## config.mk

```make
export PLATFORM = sky130hd
export DESIGN_NAME = stap_top
export DESIGN_NICKNAME = d
export VERILOG_FILES = /design/src/stap_pkg.sv /design/src/stap_ctrl_if.sv /design/src/stap_top.sv /design/src/stap_tdomux.sv /design/src/stap_wtapnw.sv /design/src/stap_drreg.sv /design/src/stap_irreg.sv /design/src/stap_fsm.sv
export SDC_FILE = /design/constraint.sdc
export NUM_CORES = 1
export LEC_CHECK = 0
export BUFFER_PORTS_ARGS = -buffer_cell sky130_fd_sc_hd__buf_2
export CAP_MARGIN = 20
export CORE_MARGIN = 4
export CORE_UTILIZATION = 47
export CTS_CLUSTER_SIZE = 24
export DETAILED_ROUTE_END_ITERATION = 7
export PLACE_DENSITY_LB_ADDON = 0.1
export RECOVER_POWER = 25
export SLEW_MARGIN = 20
export SYNTH_ARGS = -nofsm -noshare
export SYNTH_HDL_FRONTEND = slang
export SYNTH_SLANG_ARGS = --single-unit
```

## constraint.sdc

```tcl
create_clock -name ftap_tck -period 2.59 [get_ports ftap_tck]
set_clock_uncertainty 0.15 [all_clocks]
set_input_delay 0.3885 -clock ftap_tck [delete_from_list [all_inputs] [get_ports ftap_tck]]
set_output_delay 0.3885 -clock ftap_tck [all_outputs]
set_load 0.005 [all_outputs]
```

## src/stap_pkg.sv

```systemverilog
package stap_pkg;

   // ********************************************************
   // Register widths
   // ********************************************************
   localparam int STAP_IR_WIDTH       = 8;
   localparam int STAP_NUM_WTAPS      = 2;
   localparam int STAP_NUM_TAPS       = 1;
   // Two select bits for each child TAP
   localparam int STAP_TAPC_SEL_WIDTH = 2 * STAP_NUM_TAPS;
   // WTAP selects low, child-TAP select field high
   localparam int STAP_NWSEL_WIDTH    = STAP_TAPC_SEL_WIDTH + STAP_NUM_WTAPS;
   localparam int STAP_IDCODE_WIDTH   = 32;

   // ********************************************************
   // Instruction opcodes
   // ********************************************************
   localparam logic [STAP_IR_WIDTH-1:0] STAP_OPC_BYPASS = 8'hFF;
   localparam logic [STAP_IR_WIDTH-1:0] STAP_OPC_IDCODE = 8'h0C;
   localparam logic [STAP_IR_WIDTH-1:0] STAP_OPC_NWSEL  = 8'h12;

   // Fixed pattern seen on TDO at the start of every IR scan
   localparam logic [STAP_IR_WIDTH-1:0] STAP_IR_CAPTURE = 8'h01;

   // Device identification, bit 0 set as 1149.1 demands
   localparam logic [STAP_IDCODE_WIDTH-1:0] STAP_IDCODE = 32'h0B5A_E013;

   // ********************************************************
   // TAP controller state encoding
   // ********************************************************
   localparam logic [3:0] STAP_ST_TLR       = 4'hF;
   localparam logic [3:0] STAP_ST_RTI       = 4'hC;
   localparam logic [3:0] STAP_ST_SEL_DR    = 4'h7;
   localparam logic [3:0] STAP_ST_CAP_DR    = 4'h6;
   localparam logic [3:0] STAP_ST_SHIFT_DR  = 4'h2;
   localparam logic [3:0] STAP_ST_EXIT1_DR  = 4'h1;
   localparam logic [3:0] STAP_ST_PAUSE_DR  = 4'h3;
   localparam logic [3:0] STAP_ST_EXIT2_DR  = 4'h0;
   localparam logic [3:0] STAP_ST_UPDATE_DR = 4'h5;
   localparam logic [3:0] STAP_ST_SEL_IR    = 4'h4;
   localparam logic [3:0] STAP_ST_CAP_IR    = 4'hE;
   localparam logic [3:0] STAP_ST_SHIFT_IR  = 4'hA;
   localparam logic [3:0] STAP_ST_EXIT1_IR  = 4'h9;
   localparam logic [3:0] STAP_ST_PAUSE_IR  = 4'hB;
   localparam logic [3:0] STAP_ST_EXIT2_IR  = 4'h8;
   localparam logic [3:0] STAP_ST_UPDATE_IR = 4'hD;

endpackage
```

## src/stap_ctrl_if.sv

```systemverilog
`timescale 1ns/10ps

interface stap_ctrl_if;

   // DR column strobes
   logic capture_dr;
   logic shift_dr;
   logic update_dr;

   // IR column strobes
   logic capture_ir;
   logic shift_ir;
   logic update_ir;

   // Test-Logic-Reset state
   logic tlr;
   // Select-IR-Scan through Update-IR
   logic ir_path;

   modport fsm (output capture_dr, shift_dr, update_dr,
                output capture_ir, shift_ir, update_ir,
                output tlr, ir_path);

   modport irreg (input capture_ir, shift_ir, update_ir, tlr);

   modport drreg (input capture_dr, shift_dr, update_dr, tlr);

   modport tdomux (input shift_dr, shift_ir, ir_path);

endinterface

```

## src/stap_top.sv

```systemverilog
`timescale 1ns/10ps

module stap_top
(
   input  logic                                     ftap_tck,
   input  logic                                     rst_n,
   input  logic                                     ftap_tms,
   input  logic                                     ftap_tdi,
   output logic                                     atap_tdo,
   output logic                                     atap_tdoen,
   // Wrapper TAP side
   output logic [stap_pkg::STAP_NUM_WTAPS-1:0]      sn_fwtap_wsi,
   output logic                                     sn_fwtap_selectwir,
   output logic                                     sn_fwtap_capturewr,
   output logic                                     sn_fwtap_shiftwr,
   output logic                                     sn_fwtap_updatewr,
   input  logic [stap_pkg::STAP_NUM_WTAPS-1:0]      sn_awtap_wso,
   // Child TAP select field
   output logic [stap_pkg::STAP_TAPC_SEL_WIDTH-1:0] stap_tapc_select
);

   import stap_pkg::*;

   logic                           ir_tdo;
   logic                           dr_tdo;
   logic                           sel_bypass;
   logic                           sel_idcode;
   logic                           sel_nwsel;
   logic [STAP_NUM_WTAPS-1:0]      tapc_wtap_sel;
   logic [STAP_TAPC_SEL_WIDTH-1:0] tapc_select;
   logic                           stap_mux_tdo;
   logic                           stap_wtapnw_tdo;

   stap_ctrl_if ctrl ();

   // ********************************************************
   // Controller and registers
   // ********************************************************
   stap_fsm stap_fsm_inst (.ftap_tck(ftap_tck), .rst_n(rst_n), .ftap_tms(ftap_tms), .ctrl(ctrl));

   stap_irreg stap_irreg_inst (.ftap_tck(ftap_tck), .rst_n(rst_n), .ftap_tdi(ftap_tdi),
      .ctrl(ctrl), .ir_tdo(ir_tdo), .sel_bypass(sel_bypass), .sel_idcode(sel_idcode),
      .sel_nwsel(sel_nwsel));

   stap_drreg stap_drreg_inst (.ftap_tck(ftap_tck), .rst_n(rst_n), .ftap_tdi(ftap_tdi),
      .ctrl(ctrl), .sel_bypass(sel_bypass), .sel_idcode(sel_idcode), .sel_nwsel(sel_nwsel),
      .dr_tdo(dr_tdo), .tapc_wtap_sel(tapc_wtap_sel), .tapc_select(tapc_select));

   // ********************************************************
   // Serial path out, through the wrapper network
   // ********************************************************
   stap_wtapnw stap_wtapnw_inst (.stap_mux_tdo(stap_mux_tdo), .stap_selectwir(ctrl.ir_path),
      .sn_awtap_wso(sn_awtap_wso), .tapc_wtap_sel(tapc_wtap_sel), .tapc_select(tapc_select),
      .sn_fwtap_selectwir(sn_fwtap_selectwir), .sn_fwtap_wsi(sn_fwtap_wsi),
      .stap_wtapnw_tdo(stap_wtapnw_tdo));

   stap_tdomux stap_tdomux_inst (.ftap_tck(ftap_tck), .rst_n(rst_n), .ctrl(ctrl),
      .ir_tdo(ir_tdo), .dr_tdo(dr_tdo), .stap_wtapnw_tdo(stap_wtapnw_tdo),
      .tapc_wtap_sel(tapc_wtap_sel), .stap_mux_tdo(stap_mux_tdo), .atap_tdo(atap_tdo),
      .atap_tdoen(atap_tdoen));

   // Wrapper strobes follow both columns
   assign sn_fwtap_capturewr = ctrl.capture_dr | ctrl.capture_ir;
   assign sn_fwtap_shiftwr   = ctrl.shift_dr | ctrl.shift_ir;
   assign sn_fwtap_updatewr  = ctrl.update_dr | ctrl.update_ir;

   assign stap_tapc_select   = tapc_select;

endmodule

```

## src/stap_tdomux.sv

```systemverilog
`timescale 1ns/10ps

module stap_tdomux
(
   input  logic                                ftap_tck,
   input  logic                                rst_n,
   stap_ctrl_if.tdomux                         ctrl,
   input  logic                                ir_tdo,
   input  logic                                dr_tdo,
   input  logic                                stap_wtapnw_tdo,
   input  logic [stap_pkg::STAP_NUM_WTAPS-1:0] tapc_wtap_sel,
   output logic                                stap_mux_tdo,
   output logic                                atap_tdo,
   output logic                                atap_tdoen
);

   logic tdo_pre;

   // IR column uses the instruction register
   assign stap_mux_tdo = ctrl.ir_path ? ir_tdo : dr_tdo;

   // Any selected WTAP extends the chain
   assign tdo_pre = (|tapc_wtap_sel) ? stap_wtapnw_tdo : stap_mux_tdo;

   // ********************************************************
   // Falling-edge output stage
   // ********************************************************
   always_ff @(negedge ftap_tck or negedge rst_n)
   begin
      if (!rst_n)
      begin
         atap_tdo   <= 1'b0;
         atap_tdoen <= 1'b0;
      end
      else
      begin
         atap_tdo   <= tdo_pre;
         atap_tdoen <= ctrl.shift_dr | ctrl.shift_ir;
      end
   end

endmodule

```

## src/stap_wtapnw.sv

```systemverilog
`timescale 1ns/10ps

module stap_wtapnw
(
   input  logic                                     stap_mux_tdo,
   input  logic                                     stap_selectwir,
   input  logic [stap_pkg::STAP_NUM_WTAPS-1:0]      sn_awtap_wso,
   input  logic [stap_pkg::STAP_NUM_WTAPS-1:0]      tapc_wtap_sel,
   input  logic [stap_pkg::STAP_TAPC_SEL_WIDTH-1:0] tapc_select,
   output logic                                     sn_fwtap_selectwir,
   output logic [stap_pkg::STAP_NUM_WTAPS-1:0]      sn_fwtap_wsi,
   output logic                                     stap_wtapnw_tdo
);

   import stap_pkg::*;

   logic [STAP_NUM_WTAPS-1:0] wtap_win;

   // WIR select goes straight to every wrapper
   assign sn_fwtap_selectwir = stap_selectwir;

   // ********************************************************
   // Priority pick, highest selected index wins
   // ********************************************************
   always_comb
   begin
      wtap_win = '0;
      for (int i = 0; i < STAP_NUM_WTAPS; i++)
      begin
         // Later hits overwrite earlier ones
         if (tapc_wtap_sel[i])
         begin
            wtap_win    = '0;
            wtap_win[i] = 1'b1;
         end
      end
   end

   // ********************************************************
   // Forward path to wrapper serial inputs
   // ********************************************************
   always_comb
   begin
      sn_fwtap_wsi = '1;
      // Child TAP select or no WTAP parks every wsi high
      if (!(|tapc_select) && (|tapc_wtap_sel))
      begin
         for (int j = 0; j < STAP_NUM_WTAPS; j++)
         begin
            if (wtap_win[j])
               sn_fwtap_wsi[j] = stap_mux_tdo;
         end
      end
   end

   // Return path, winner only
   assign stap_wtapnw_tdo = |(wtap_win & tapc_wtap_sel & sn_awtap_wso);

endmodule

```

## src/stap_drreg.sv

```systemverilog
`timescale 1ns/10ps

module stap_drreg
(
   input  logic                                        ftap_tck,
   input  logic                                        rst_n,
   input  logic                                        ftap_tdi,
   stap_ctrl_if.drreg                                  ctrl,
   input  logic                                        sel_bypass,
   input  logic                                        sel_idcode,
   input  logic                                        sel_nwsel,
   output logic                                        dr_tdo,
   output logic [stap_pkg::STAP_NUM_WTAPS-1:0]         tapc_wtap_sel,
   output logic [stap_pkg::STAP_TAPC_SEL_WIDTH-1:0]    tapc_select
);

   import stap_pkg::*;

   logic                         bypass_reg;
   logic [STAP_IDCODE_WIDTH-1:0] idcode_shift;
   logic [STAP_NWSEL_WIDTH-1:0]  nwsel_shift;
   logic [STAP_NWSEL_WIDTH-1:0]  nwsel_upd;

   // ********************************************************
   // Shift stages, only the selected one moves
   // ********************************************************
   always_ff @(posedge ftap_tck)
   begin
      // Bypass captures a 0
      if (ctrl.capture_dr && sel_bypass)
         bypass_reg <= 1'b0;
      else if (ctrl.shift_dr && sel_bypass)
         bypass_reg <= ftap_tdi;

      if (ctrl.capture_dr && sel_idcode)
         idcode_shift <= STAP_IDCODE;
      else if (ctrl.shift_dr && sel_idcode)
         idcode_shift <= {ftap_tdi, idcode_shift[STAP_IDCODE_WIDTH-1:1]};

      // Readback of the live selection
      if (ctrl.capture_dr && sel_nwsel)
         nwsel_shift <= nwsel_upd;
      else if (ctrl.shift_dr && sel_nwsel)
         nwsel_shift <= {ftap_tdi, nwsel_shift[STAP_NWSEL_WIDTH-1:1]};
   end

   // ********************************************************
   // Network select update stage
   // ********************************************************
   always_ff @(negedge ftap_tck or negedge rst_n)
   begin
      if (!rst_n)
      begin
         nwsel_upd <= '0;
      end
      else if (ctrl.tlr)
      begin
         nwsel_upd <= '0;
      end
      else if (ctrl.update_dr && sel_nwsel)
      begin
         nwsel_upd <= nwsel_shift;
      end
   end

   // WTAP selects in the low bits
   assign tapc_wtap_sel = nwsel_upd[STAP_NUM_WTAPS-1:0];
   assign tapc_select   = nwsel_upd[STAP_NWSEL_WIDTH-1:STAP_NUM_WTAPS];

   // Serial out of the selected register
   assign dr_tdo = sel_idcode ? idcode_shift[0] :
                   sel_nwsel  ? nwsel_shift[0]  :
                                bypass_reg;

endmodule

```

## src/stap_irreg.sv

```systemverilog
`timescale 1ns/10ps

module stap_irreg
(
   input  logic       ftap_tck,
   input  logic       rst_n,
   input  logic       ftap_tdi,
   stap_ctrl_if.irreg ctrl,
   output logic       ir_tdo,
   output logic       sel_bypass,
   output logic       sel_idcode,
   output logic       sel_nwsel
);

   import stap_pkg::*;

   logic [STAP_IR_WIDTH-1:0] ir_shift;
   logic [STAP_IR_WIDTH-1:0] ir_upd;

   // ********************************************************
   // Shift stage
   // ********************************************************
   always_ff @(posedge ftap_tck)
   begin
      if (ctrl.capture_ir)
      begin
         ir_shift <= STAP_IR_CAPTURE;
      end
      else if (ctrl.shift_ir)
      begin
         // TDI in at the top, LSB leaves first
         ir_shift <= {ftap_tdi, ir_shift[STAP_IR_WIDTH-1:1]};
      end
   end

   assign ir_tdo = ir_shift[0];

   // ********************************************************
   // Update stage, falling edge
   // ********************************************************
   always_ff @(negedge ftap_tck or negedge rst_n)
   begin
      if (!rst_n)
      begin
         ir_upd <= STAP_OPC_IDCODE;
      end
      else if (ctrl.tlr)
      begin
         // Back to IDCODE whenever TLR is entered
         ir_upd <= STAP_OPC_IDCODE;
      end
      else if (ctrl.update_ir)
      begin
         ir_upd <= ir_shift;
      end
   end

   // Opcode decode, one-hot selects
   always_comb
   begin
      sel_bypass = 1'b0;
      sel_idcode = 1'b0;
      sel_nwsel  = 1'b0;
      case (ir_upd)
         STAP_OPC_IDCODE: sel_idcode = 1'b1;
         STAP_OPC_NWSEL:  sel_nwsel  = 1'b1;
         STAP_OPC_BYPASS: sel_bypass = 1'b1;
         // Undefined opcodes fall back to bypass
         default:         sel_bypass = 1'b1;
      endcase
   end

endmodule

```

## src/stap_fsm.sv

```systemverilog
`timescale 1ns/10ps

module stap_fsm
(
   input  logic     ftap_tck,
   input  logic     rst_n,
   input  logic     ftap_tms,
   stap_ctrl_if.fsm ctrl
);

   import stap_pkg::*;

   logic [3:0] state;
   logic [3:0] state_nxt;

   // ********************************************************
   // State register
   // ********************************************************
   always_ff @(posedge ftap_tck or negedge rst_n)
   begin
      if (!rst_n)
      begin
         state <= STAP_ST_TLR;
      end
      else
      begin
         state <= state_nxt;
      end
   end

   // ********************************************************
   // Next-state table, TMS steers every arc
   // ********************************************************
   always_comb
   begin
      case (state)
         // Stays in reset while TMS high
         STAP_ST_TLR:       state_nxt = ftap_tms ? STAP_ST_TLR       : STAP_ST_RTI;
         STAP_ST_RTI:       state_nxt = ftap_tms ? STAP_ST_SEL_DR    : STAP_ST_RTI;
         // DR column
         STAP_ST_SEL_DR:    state_nxt = ftap_tms ? STAP_ST_SEL_IR    : STAP_ST_CAP_DR;
         STAP_ST_CAP_DR:    state_nxt = ftap_tms ? STAP_ST_EXIT1_DR  : STAP_ST_SHIFT_DR;
         STAP_ST_SHIFT_DR:  state_nxt = ftap_tms ? STAP_ST_EXIT1_DR  : STAP_ST_SHIFT_DR;
         STAP_ST_EXIT1_DR:  state_nxt = ftap_tms ? STAP_ST_UPDATE_DR : STAP_ST_PAUSE_DR;
         STAP_ST_PAUSE_DR:  state_nxt = ftap_tms ? STAP_ST_EXIT2_DR  : STAP_ST_PAUSE_DR;
         STAP_ST_EXIT2_DR:  state_nxt = ftap_tms ? STAP_ST_UPDATE_DR : STAP_ST_SHIFT_DR;
         STAP_ST_UPDATE_DR: state_nxt = ftap_tms ? STAP_ST_SEL_DR    : STAP_ST_RTI;
         // IR column, escape to reset from select
         STAP_ST_SEL_IR:    state_nxt = ftap_tms ? STAP_ST_TLR       : STAP_ST_CAP_IR;
         STAP_ST_CAP_IR:    state_nxt = ftap_tms ? STAP_ST_EXIT1_IR  : STAP_ST_SHIFT_IR;
         STAP_ST_SHIFT_IR:  state_nxt = ftap_tms ? STAP_ST_EXIT1_IR  : STAP_ST_SHIFT_IR;
         STAP_ST_EXIT1_IR:  state_nxt = ftap_tms ? STAP_ST_UPDATE_IR : STAP_ST_PAUSE_IR;
         STAP_ST_PAUSE_IR:  state_nxt = ftap_tms ? STAP_ST_EXIT2_IR  : STAP_ST_PAUSE_IR;
         STAP_ST_EXIT2_IR:  state_nxt = ftap_tms ? STAP_ST_UPDATE_IR : STAP_ST_SHIFT_IR;
         STAP_ST_UPDATE_IR: state_nxt = ftap_tms ? STAP_ST_SEL_DR    : STAP_ST_RTI;
         default:           state_nxt = STAP_ST_TLR;
      endcase
   end

   // ********************************************************
   // Strobe decode, purely from current state
   // ********************************************************
   assign ctrl.capture_dr = (state == STAP_ST_CAP_DR);
   assign ctrl.shift_dr   = (state == STAP_ST_SHIFT_DR);
   assign ctrl.update_dr  = (state == STAP_ST_UPDATE_DR);

   assign ctrl.capture_ir = (state == STAP_ST_CAP_IR);
   assign ctrl.shift_ir   = (state == STAP_ST_SHIFT_IR);
   assign ctrl.update_ir  = (state == STAP_ST_UPDATE_IR);

   assign ctrl.tlr        = (state == STAP_ST_TLR);

   // Whole IR column, including its select state
   assign ctrl.ir_path    = (state == STAP_ST_SEL_IR)    ||
                            (state == STAP_ST_CAP_IR)    ||
                            (state == STAP_ST_SHIFT_IR)  ||
                            (state == STAP_ST_EXIT1_IR)  ||
                            (state == STAP_ST_PAUSE_IR)  ||
                            (state == STAP_ST_EXIT2_IR)  ||
                            (state == STAP_ST_UPDATE_IR);

endmodule

```

Word-level counts from Yosys, hierarchy flattened:

Cells that the tools add are included.

* logic and storage cells: 88
* input bits: 6
* register bits after elaboration: 63
* output and inout bits: 10

* bitwise logic cells: 5
* equal/unequal tests: 17
* muxes and demuxes: 31
* reduce and logical (&&, ||, !) cells: 26

Operators by type and width (count)
* case mux 4 bit (12 select lines): 1
* == test 4 bit, second input constant: 8
* two-way mux 4 bit: 5
* == test 4 x 3 -> 1 bit, second input constant: 4
* two-way mux 2 bit: 8
* two-way mux 8 bit: 2
* two-way mux 3 bit: 4
* OR reduction 2 bit: 6
* two-way mux 1 bit: 11
* == test 4 x 2 -> 1 bit, second input constant: 2
* == test 8 x 4 -> 1 bit, second input constant: 1
* == test 8 x 5 -> 1 bit, second input constant: 1
* logical AND 1 bit: 8
* logical OR 1 bit: 6
* nonzero test 2 bit: 3
* AND 2 bit: 2
* == test 4 x 1 -> 1 bit, second input constant: 1
* logical NOT 4 bit: 1
* bitwise OR 1 bit: 3
* OR reduction 3 bit: 1
* logical NOT 1 bit: 1

Logic depth before layout (Yosys ltp):

Gate-level depths: netlist of run 1.

* depth in word-level cells: 10
* mapped depth: 6
* mapped depth without buffers: 5

By module:

From an unflattened synthesis of run 1, not the netlist that was laid out.

* cell total of the unflattened synthesis: 222
* area, all modules: 2547.4 um2

Modules (own cells, without submodules)
* stap_drreg: area each 1433.9 um2, cells each 109, times used 1, sequential area each 880.8 um2
* stap_irreg: area each 659.4 um2, cells each 59, times used 1, sequential area each 362.8 um2
* stap_fsm: area each 304.0 um2, cells each 38, times used 1, sequential area each 105.1 um2
* stap_tdomux: area each 90.1 um2, cells each 6, times used 1, sequential area each 50.0 um2
* stap_wtapnw: area each 41.3 um2, cells each 7, times used 1, sequential area each 0.0 um2
* stap_top: area each 18.8 um2, cells each 3, times used 1, sequential area each 0.0 um2

==> metrics, run 1 <==
clk_lat worst skew=0.37 ns; DRT Pass-1 Iters=4; final net count=360; cell area power density=1070 nW/um2; fin cells=429; Post-Synth Simple-Gate Area=24.4%; Starting DRT DRC Count=89; largest family of logic cells by synthesized area=simple AND/OR/NAND/NOR gates; Max Slew Vio Count=0; GRT Total Usage=19.4%; asr flop ratio synth=28.6%; Post-Syn Area per Cell=8.94 um2; failing checks=setup timing; Chip Height=82.7 um; Comb pwr share=42.2%; # DRC=0; Pleak=1.55 nW; WP data required=2.05 ns; Synth Area in Compound Gates=15.8%; Seq cells post-synth=63; mux share of post-synthesis cell area=2.53%; Top Metal Used=met4; Worst slew margin=46.5%; WL per Instance=14.0 um; Yosys top cell area share=31.3%; Final Wtd Congestion=0.739; Sw Ratio=34.5%; WL met3=230 um; port bufs=15; post-synthesis adder-cell area fraction=0%; first-pass GRT wire length=9980 um; Int Pwr=0.00260 W; Crit Path Max Fanout=3; CTS tree=yes; hpwl dp=3390 um; worst hold margin=0.197 ns; max reg flops=32; Via density=5.12; vias=2,196; commonest register cell after synthesis=dfxtp_1; full die area=6830 um2; max_cap viols=0; sequential share of power=36.5%; Worst VDD drop=0.591 mV; Synth area leaders=dfxtp_1, dfrtn_1, o21ai_0; clk slew on worst S/H paths=0.07 ns; Hold Path Class=input port to flop; Synth Warn #=0; Cell Count Post-Placement=387; Clk pwr share=21.4%; core area=5270 um2; Tot Pwr=0.00396 W; endpoint class of the critical path=output pin; worst setup path class=flop to output pin; unrepaired setup endpoints after global routing=yes; ANT cells=0; Final setup violation count=59; register area share after synthesis=53.4%; Antenna Violating Nets Remaining=0; Ports=16; vias in the first global route=2,092; Critical Path AT=3.37 ns; Max Buffers Root-to-Sink=2; number of flops mapped to enable cells by yosys=4; Root Buffer=clkbuf_8; status=finished, violations left; Synth-to-Final Area Change=41.5%; switching power=0.00137 W; kind of start point of the critical path=flop; # rows=26; FILL cells=409; routed wl met2=2990 um; Cells after Synth=293; Net Count, Synth=299; H-tree Lvls=3; Yosys cell types=34; Synth area leader=dfxtp_1; Die Width=82.7 um; Initial Util=49.7%; Total Wirelength=6010 um; post-synthesis xor/xnor area fraction=0%; Least-Margin Pin Slew=0.802 ns; clk sinks=63; total CTS buffers=9; worst setup margin=-1.32 ns; Fin. Hold Viols=0; GR Overflow Total=0; WL met1=2720 um; largest reg by FF count=stap_drreg_inst.idcode_shift; Top Registers=stap_drreg_inst.idcode_shift: 32 flops, stap_irreg_inst.ir_shift: 8 flops, stap_irreg_inst.ir_upd: 8 flops; layout cells sized above 1=35.9%; largest net degree at the start of global routing=32; Post-Synthesis Cell Area=2620 um2; initial antenna violation count=0
==> per-layer routing <==
layer | GRT usage, % | vias to the layer above
li1 | - | 1118
met1 | 24.4 | 1038
met2 | 32.3 | 31
met3 | 5.53 | 9
met4 | 6.05 | 0
met5 | 0 | -
==> synth_stat cells (2+ instances only) <==
cell type,instances
nor3_1,2
inv_1,3
dfxtp_1,41
edfxtp_1,4
nand3_1,4
buf_4,2
nor2_1,23
a22oi_1,4
nand2_1,57
mux2_2,5
o2bb2ai_1,4
dfrtn_1,12
o21ai_0,52
clkbuf_1,16
a22o_1,3
a21oi_1,3
dfstp_2,6
and4bb_2,2
nand2b_1,34
nor2b_1,2
==> path summary, 6_finish.rpt <==
kind                                                              start                                            end  slack (ns)  cells past startpoint
min in group asynchronous                                         rst_n               stap_fsm_inst.state[0]$_DFF_PN1_        0.37                      1
hold / removal                                                 ftap_tms               stap_fsm_inst.state[0]$_DFF_PN1_        0.20                      2
hold reg to reg            stap_drreg_inst.idcode_shift[5]$_SDFFE_PP0P_   stap_drreg_inst.idcode_shift[5]$_SDFFE_PP0P_        0.30                      2
setup / recovery                  stap_irreg_inst.ir_upd[2]$_DFFE_NN1P_                                sn_fwtap_wsi[0]       -1.32                      6
max in group asynchronous                                         rst_n          stap_irreg_inst.ir_upd[1]$_DFFE_NN0P_        0.55                      2
setup reg to reg                  stap_irreg_inst.ir_upd[2]$_DFFE_NN1P_  stap_drreg_inst.idcode_shift[28]$_SDFFE_PP0P_       -0.75                      8
==> through the flow <==
step / cell area (um2) / worst slack (ns) / utilization (%) / setup TNS (ns)
after detailed placement: 2980 / -0.937 / 56.5 / -18.56
after floorplan: 2760 / -0.726 / - / -12.71
after CTS: 3580 / -1.27 / 67.9 / -25.70
after global routing: 3710 / -1.39 / 70.3 / -34.82
final: 3710 / -1.32 / 70.3 / -31.20
after global placement: 2980 / -0.862 / 56.5 / -17.25
==> cell usage in the layout (no fill, tap or decap), types with 2 or more instances in the layout <==
cell / count
a21oi_1: 2
a22o_1: 3
a22oi_1: 4
and4bb_2: 2
buf_12: 3
buf_16: 4
buf_2: 12
buf_4: 28
buf_6: 17
clkbuf_1: 4
clkbuf_8: 10
dfrtn_1: 12
dfstp_2: 6
dfxtp_1: 41
edfxtp_1: 4
inv_1: 4
mux2_4: 4
nand2_1: 49
nand2_2: 5
nand2_4: 3
nand2b_1: 33
nand3_1: 2
nand3_4: 3
nor2_1: 22
nor2b_1: 2
nor3_4: 2
o21ai_0: 16
o21ai_1: 23
o21ai_2: 14
o2bb2ai_1: 4
==> final cells by class <==
cell class                      count  area [um2]  share of cell area [%]
Clock buffer                       13         149                    4.02
Clock inverter                      5        48.8                    1.32
Inverter                            2        7.51                   0.202
Multi-Input combinational cell    208        1320                    35.5
Sequential cell                    63        1400                    37.7
Tap cell                           70        87.6                    2.36
Timing Repair Buffer               68         698                    18.8
==> cell families (layout without fill, tap and decap cells) <==
kind of cell	count (synthesis)	after routing
compound gates	71	71
mux	6	6
simple gates	130	131
buf+inv	23	88
flops	63	63
==> critical path, cell delays in order (launching register included) <==
cell and delay (ns):
dfstp_2 0.52, and4bb_2 0.25, a22o_1 0.22, a22o_1 0.24, mux2i_2 0.21, nand4b_1 0.12, buf_2 0.14
==> timing repair <==
item | CTS | global route
setup endpoints to repair | 60 | 60
setup buffers | 11 | 8
cloned | 6 | 1
pin swaps | 18 | 7
gates resized for setup | 69 | 18
hold buffers | 0 | 0
==> power groups by stage <==
stage	registers (W)	logic, W	clock network, W
CTS	0.00144	0.00153	0.000858
finish	0.00145	0.00167	0.000848
floorplan	0.00142	0.000903	0.00000725
detailed placement	0.00145	0.00123	0.00000725
global placement	0.00144	0.00121	0.00000725
global route	0.00148	0.00183	0.000912
Note: power is estimated with default switching activity, not from simulation.
==> inputs of run 2 (changes only) <==
BUFFER_PORTS_ARGS = default   (was -buffer_cell sky130_fd_sc_hd__buf_2)
CORE_UTILIZATION = 55   (was 47)
DONT_BUFFER_PORTS = 1   (was default)
==> run 2 against run 1 <==
Against the previous run: register-to-register slack got worse by 0.38 ns; critical path type unchanged; combinational power grew 19%; utilization is 12 points higher; final cell count down 6.8%; worst hold slack got worse by 0.16 ns; the run still ends with setup timing left; final area decreased by 1.1%; clock power fell by 9.9%; sequential share of layout area grew 0.42 points; clock-buffer cell count rose by 1.
==> metrics, run 2 (synthesis results as in run 1) <==
DRT Pass-1 Iters=4 (unchanged); hpwl dp=3110 um (-8.3%); FILL cells=265 (-35%); initial antenna violation count=0 (unchanged); final instance area=3670 um2 (-1.1%); Top Registers=stap_drreg_inst.idcode_shift: 32 flops, stap_irreg_inst.ir_shift: 8 flops, stap_irreg_inst.ir_upd: 8 flops; most common cell after layout, fill and taps aside=nand2_1; vias in the first global route=2,097 (+0.24%); first-pass GRT wire length=10,400 um (+4.6%); most frequent cells in the layout=nand2_1, dfxtp_1, nand2b_1; delay of the slowest critical-path stage=0.54 ns (+0.02 ns); # rows=24 (-7.7%); Ports=16 (unchanged); Buf/Inv on CP=1 (unchanged); switching power=0.00148 W (+8.4%); worst hold margin=0.0368 ns (-0.160 ns); Critical-path top delay cell=dfstp_2; Hold Path Class=input port to flop; ANT cells=0 (unchanged); Root Buffer=clkbuf_8; Int Pwr=0.00274 W (+5.4%); worst setup margin=-1.20 ns (+0.117 ns); largest reg by FF count=stap_drreg_inst.idcode_shift; full die area=5930 um2 (-13%); fin cells=400 (-6.8%); unrepaired setup endpoints after global routing=yes; FF-to-FF End=stap_tdomux_inst.atap_tdo$_DFF_NN0_; Via density=5.63 (+9.9%); largest net degree at the start of global routing=30 (-6.3%); Clk pwr share=18.1% (-3.3 points); max_cap viols=0 (unchanged); Initial Util=58.6% (+8.8 points); Crit Path Max Fanout=3 (unchanged); cells on worst reg2reg path=11 (+3); Max Buffers Root-to-Sink=2 (unchanged); Pleak=1.50 nW (-2.9%); crit-path leading delay family=flip-flops; failing checks=setup timing; final net count=350 (-2.8%); Comb pwr share=47.2% (+5.0 points); worst setup path class=flop to output pin; Final Wtd Congestion=0.793 (+7.4%); status=finished, violations left; Total Wirelength=6680 um (+11%); Critical Path AT=3.25 ns (-0.12 ns); Starting DRT DRC Count=161 (+81%); sequential share of power=34.7% (-1.8 points); Placement Cell Area=2860 um2 (-3.8%); Final setup violation count=57 (-3.4%); Worst slew margin=72.6% (+26 points); CP endpoint=sn_fwtap_wsi[0]; port bufs=0 (-15); Antenna Violating Nets Remaining=0 (unchanged); Synth-to-Final Area Change=39.9%; Die Width=77.0 um (-6.8%); setup TNS=-37.21 ns (-6.01 ns); H-tree Lvls=3 (unchanged); GR Overflow Total=0 (unchanged); cell area power density=1150 nW/um2 (+7.6%); WP data required=2.05 ns (about the same); core area=4470 um2 (-15%); endpoint class of the critical path=output pin; WL per Instance=16.7 um (+19%); Reg2Reg Launch Point=stap_fsm_inst.state[2]$_DFF_PN1_; Critical Path Stages=6 (unchanged); Fin. Hold Viols=0 (unchanged); layout cells sized above 1=33.0% (-2.9 points); GRT Total Usage=22.3% (+2.8 points); Worst VDD drop=0.652 mV (+10%); CP cell instances=buf_6 -> and4bb_2 -> o21ai_4 -> a22o_1 -> mux2i_4 -> nand4b_1; Chip Height=77.0 um (-6.8%); clk sinks=63 (unchanged); clk_lat worst skew=0.38 ns (about the same); Max Slew Vio Count=0 (unchanged); Least-Margin Pin Slew=0.410 ns (-0.392 ns); Cell Count Post-Placement=352 (-9.0%); vias=2,251 (+2.5%); Sw Ratio=35.1% (+0.63 points); r2r setup slk=-1.13 ns (-0.38 ns); clk slew on worst S/H paths=0.07 ns (about the same); # DRC=0 (unchanged); total CTS buffers=9 (unchanged); CP Launch Point=stap_irreg_inst.ir_upd[2]$_DFFE_NN1P_; max reg flops=32 (unchanged); kind of start point of the critical path=flop; CTS tree=yes
-- run 2: routing by layer --
layer  up-vias  track usage [%]  wire (um)  share of wire (%)
li1       1099                -          -                  -
met1      1073             28.9       2770                 42
met2        65             36.8       3490                 52
met3        14             3.75        263                3.9
met4         0             9.25        155                2.3
met5         -                0          0                  0
-- run 2: stage by stage --
step                      total power [W]  worst slack [ns]  utilization [%]
after floorplan                   0.00233            -0.726                -
after global placement            0.00261            -0.772             64.0
after detailed placement          0.00265            -0.821             64.0
after CTS                         0.00374             -1.18             76.8
after global routing              0.00447             -1.26             81.9
final                             0.00422             -1.20             81.9
-- run 2: area by class of cell --
type / count / area [um2] / share of cell area [%]
Clock buffer: 14 / 163 / 4.44
Clock inverter: 3 / 11.3 / 0.307
Inverter: 2 / 7.51 / 0.205
Multi-Input combinational cell: 208 / 1320 / 36.1
Sequential cell: 63 / 1400 / 38.2
Tap cell: 52 / 65.1 / 1.77
Timing Repair Buffer: 58 / 697 / 19.0
-- run 2: repair_timing --
action | in CTS | in global routing
endpoints found under the setup margin | 58 | 59
resized for setup | 46 | 43
hold buffers | 1 | 0
buffers inserted | 15 | 12
hold endpoints to repair | 4 | 0
cloned | 6 | 1
pin swaps | 11 | 11
-- run 2: worst min-delay path by stage --
stage | startpoint | endpoint | slack (ns) | cells past startpoint
floorplan | rst_n | stap_fsm_inst.state[0]$_DFF_PN1_ | 0.09 | 0
global placement | rst_n | stap_fsm_inst.state[3]$_DFF_PN1_ | 0.09 | 0
detailed placement | rst_n | stap_fsm_inst.state[3]$_DFF_PN1_ | 0.09 | 0
CTS | ftap_tms | stap_fsm_inst.state[0]$_DFF_PN1_ | 0.04 | 1
global route | ftap_tms | stap_fsm_inst.state[0]$_DFF_PN1_ | 0.03 | 1
finish | ftap_tms | stap_fsm_inst.state[0]$_DFF_PN1_ | 0.04 | 1
-- run 2: worst register-to-register path, delay by kind of cell, from the launching register on --
kind,cells,cell delay (ns)
simple gates,1,0.39
mux,1,0.27
buf+inv,6,0.54
flops,1,0.55
compound gates,3,0.35
-- run 2: power groups by stage --
stage | sequential [W] | combinational [W] | clock (W)
2_1_floorplan | 0.00142 | 0.000903 | 0.00000725
3_3_place_gp | 0.00144 | 0.00116 | 0.00000725
3_5_place_dp | 0.00145 | 0.00119 | 0.00000725
4_1_cts | 0.00144 | 0.00154 | 0.000764
5_1_grt | 0.00149 | 0.00216 | 0.000830
6_report | 0.00147 | 0.00199 | 0.000764
==> inputs of run 3 (changes only) <==
GPL_TIMING_DRIVEN = 0   (was default)
==> run 3 against run 2 <==
Against the previous run: the run still ends with setup timing left; final cell count shrank 2.0%; final area shrank 5.6%; via count shrank 3.0%; global-route usage shrank 1.4 points; worst hold slack lost 0.0046 ns; wire length shrank 4.2%; critical endpoint unchanged; largest cell class unchanged.
==> metrics, run 3 (synthesis results as in run 1) <==
final net count=341 (-2.6%); Top Registers=stap_drreg_inst.idcode_shift: 32 flops, stap_irreg_inst.ir_shift: 8 flops, stap_irreg_inst.ir_upd: 8 flops; Antenna Violating Nets Remaining=0 (unchanged); sequential share of power=36.2% (+1.5 points); Int Pwr=0.00256 W (-6.5%); worst setup margin=-1.20 ns (-0.00201 ns); WP data required=2.05 ns (about the same); clk slew on worst S/H paths=0.07 ns (about the same); Final Wtd Congestion=0.760 (-4.1%); Crit Path Max Fanout=3 (unchanged); CTS tree=yes; Pleak=1.37 nW (-8.5%); Worst slew margin=73.0% (+0.42 points); most common cell after layout, fill and taps aside=nand2_1; max reg flops=32 (unchanged); Synth-to-Final Area Change=32.1%; Comb pwr share=44.6% (-2.6 points); layout cells sized above 1=30.6% (-2.5 points); largest reg by FF count=stap_drreg_inst.idcode_shift; vias in the first global route=2,079 (-0.86%); ANT cells=0 (unchanged); switching power=0.00146 W (-1.6%); Sw Ratio=36.3% (+1.2 points); kind of start point of the critical path=flop; Die Width=77.0 um (unchanged); fin cells=392 (-2.0%); max_cap viols=0 (unchanged); Cell Count Post-Placement=345 (-2.0%); Least-Margin Pin Slew=0.403 ns (-0.00685 ns); Max Buffers Root-to-Sink=2 (unchanged); vias=2,184 (-3.0%); Chip Height=77.0 um (unchanged); most frequent cells in the layout=nand2_1, dfxtp_1, nand2b_1; unrepaired setup endpoints after global routing=yes; Ports=16 (unchanged); full die area=5930 um2 (unchanged); DRT Pass-1 Iters=4 (unchanged); Max Slew Vio Count=0 (unchanged); status=finished, violations left; clk sinks=63 (unchanged); # DRC=0 (unchanged); core area=4470 um2 (unchanged); multi-input logic area=1320 um2 (-0.38%); Via density=5.57 (-1.0%); first-pass GRT wire length=9750 um (-6.5%); hpwl dp=3400 um (+9.1%); Worst VDD drop=0.680 mV (+4.4%); worst setup path class=flop to output pin; Clk pwr share=19.2% (+1.1 points); Placement Cell Area=2830 um2 (-1.3%); port bufs=0 (unchanged); endpoint class of the critical path=output pin; register area=1400 um2 (unchanged); Total Wirelength=6400 um (-4.2%); Final setup violation count=59 (+3.5%); Fin. Hold Viols=0 (unchanged); Initial Util=58.6% (unchanged); clk_lat worst skew=0.39 ns (about the same); H-tree Lvls=3 (unchanged); utilization after layout=77.4% (-4.6 points); Critical Path AT=3.25 ns (about the same); cell area power density=1160 nW/um2 (+0.80%); GRT Total Usage=20.8% (-1.4 points); Hold Path Class=input port to flop; GR Overflow Total=0 (unchanged); total CTS buffers=9 (unchanged); largest net degree at the start of global routing=16 (-47%); WL per Instance=16.3 um (-2.3%); final instance area=3460 um2 (-5.6%); initial antenna violation count=0 (unchanged); FILL cells=296 (+12%); Starting DRT DRC Count=168 (+4.3%); # rows=24 (unchanged); failing checks=setup timing; Root Buffer=clkbuf_8
==> run 3: cell types whose count changed in the layout (fill, tap and decap cells not counted), sizes merged <==
| cell | delta |
|---|---|
| clkinv | +1 |
| nand3 | -1 |
| buf | -20 |
| clkbuf | +11 |
| inv | +1 |
==> run 3: final timing paths <==
check / start / to / slack [ns] / depth (start not counted)
setup / recovery: stap_irreg_inst.ir_upd[2]$_DFFE_NN1P_ / sn_fwtap_wsi[0] / -1.20 / 5
setup reg to reg: stap_irreg_inst.ir_upd[7]$_DFFE_NN0P_ / stap_drreg_inst.nwsel_shift[3]$_DFFE_PP_ / -0.75 / 6
min in group asynchronous: rst_n / stap_fsm_inst.state[1]$_DFF_PN1_ / 0.44 / 1
hold reg to reg: stap_irreg_inst.ir_upd[1]$_DFFE_NN0P_ / stap_irreg_inst.ir_upd[1]$_DFFE_NN0P_ / 0.30 / 2
hold / removal: ftap_tms / stap_fsm_inst.state[0]$_DFF_PN1_ / 0.03 / 1
max in group asynchronous: rst_n / stap_irreg_inst.ir_upd[3]$_DFFE_NN1P_ / 1.26 / 0
==> run 3: power by group through the flow <==
stage | Combinational, W | Sequential, W | Clock, W
final | 0.00179 | 0.00145 | 0.000771
after detailed placement | 0.00111 | 0.00146 | 0.00000725
after global routing | 0.00193 | 0.00147 | 0.000835
after floorplan | 0.000903 | 0.00142 | 0.00000725
after CTS | 0.00159 | 0.00143 | 0.000770
after global placement | 0.00109 | 0.00145 | 0.00000725
==> run 3: critical path, stage by stage, from the launching register on <==
cell and delay [ns]:
dfstp_2 0.53, and4bb_2 0.25, a22o_1 0.20, a22o_1 0.26
mux2i_4 0.19, nand4b_1 0.15
==> run 3: routing by layer <==
layer  vias up  global-route usage [%]  part of all wire [%]
li1       1066                       -                     -
met1      1055                    24.9                    42
met2        46                    34.6                    52
met3        17                    6.44                   3.5
met4         0                    8.90                   2.7
met5         -                       0                     0
==> run 3: area by class of cell <==
cell class	count	area share (%)
timing repair buffer	32	8.28
buffer	18	5.96
inverter	2	0.217
clock buffer	13	4.59
multi-input combinational	207	38.1
sequential	63	40.4
tap	52	1.88
clock inverter	5	0.578
==> run 3: repair_timing <==
item,CTS,global route
hold buffers,1,0
endpoints found under the hold margin,4,0
endpoints found under the setup margin,59,60
buffers inserted,18,13
gates resized for setup,57,31
gates cloned,4,0
pin swaps,13,12
==> run 3: per-stage QoR <==
stage          TNS, ns  hold slack (ns)  setup WS (ns)  total power (W)
5_1_grt         -33.44           0.0202          -1.26          0.00424
3_3_place_gp    -22.49           0.0946         -0.819          0.00255
3_5_place_dp    -23.53           0.0943         -0.845          0.00258
6_report        -29.29           0.0322          -1.20          0.00402
4_1_cts         -23.26           0.0271          -1.15          0.00379
2_1_floorplan   -12.71           0.0907         -0.726          0.00233
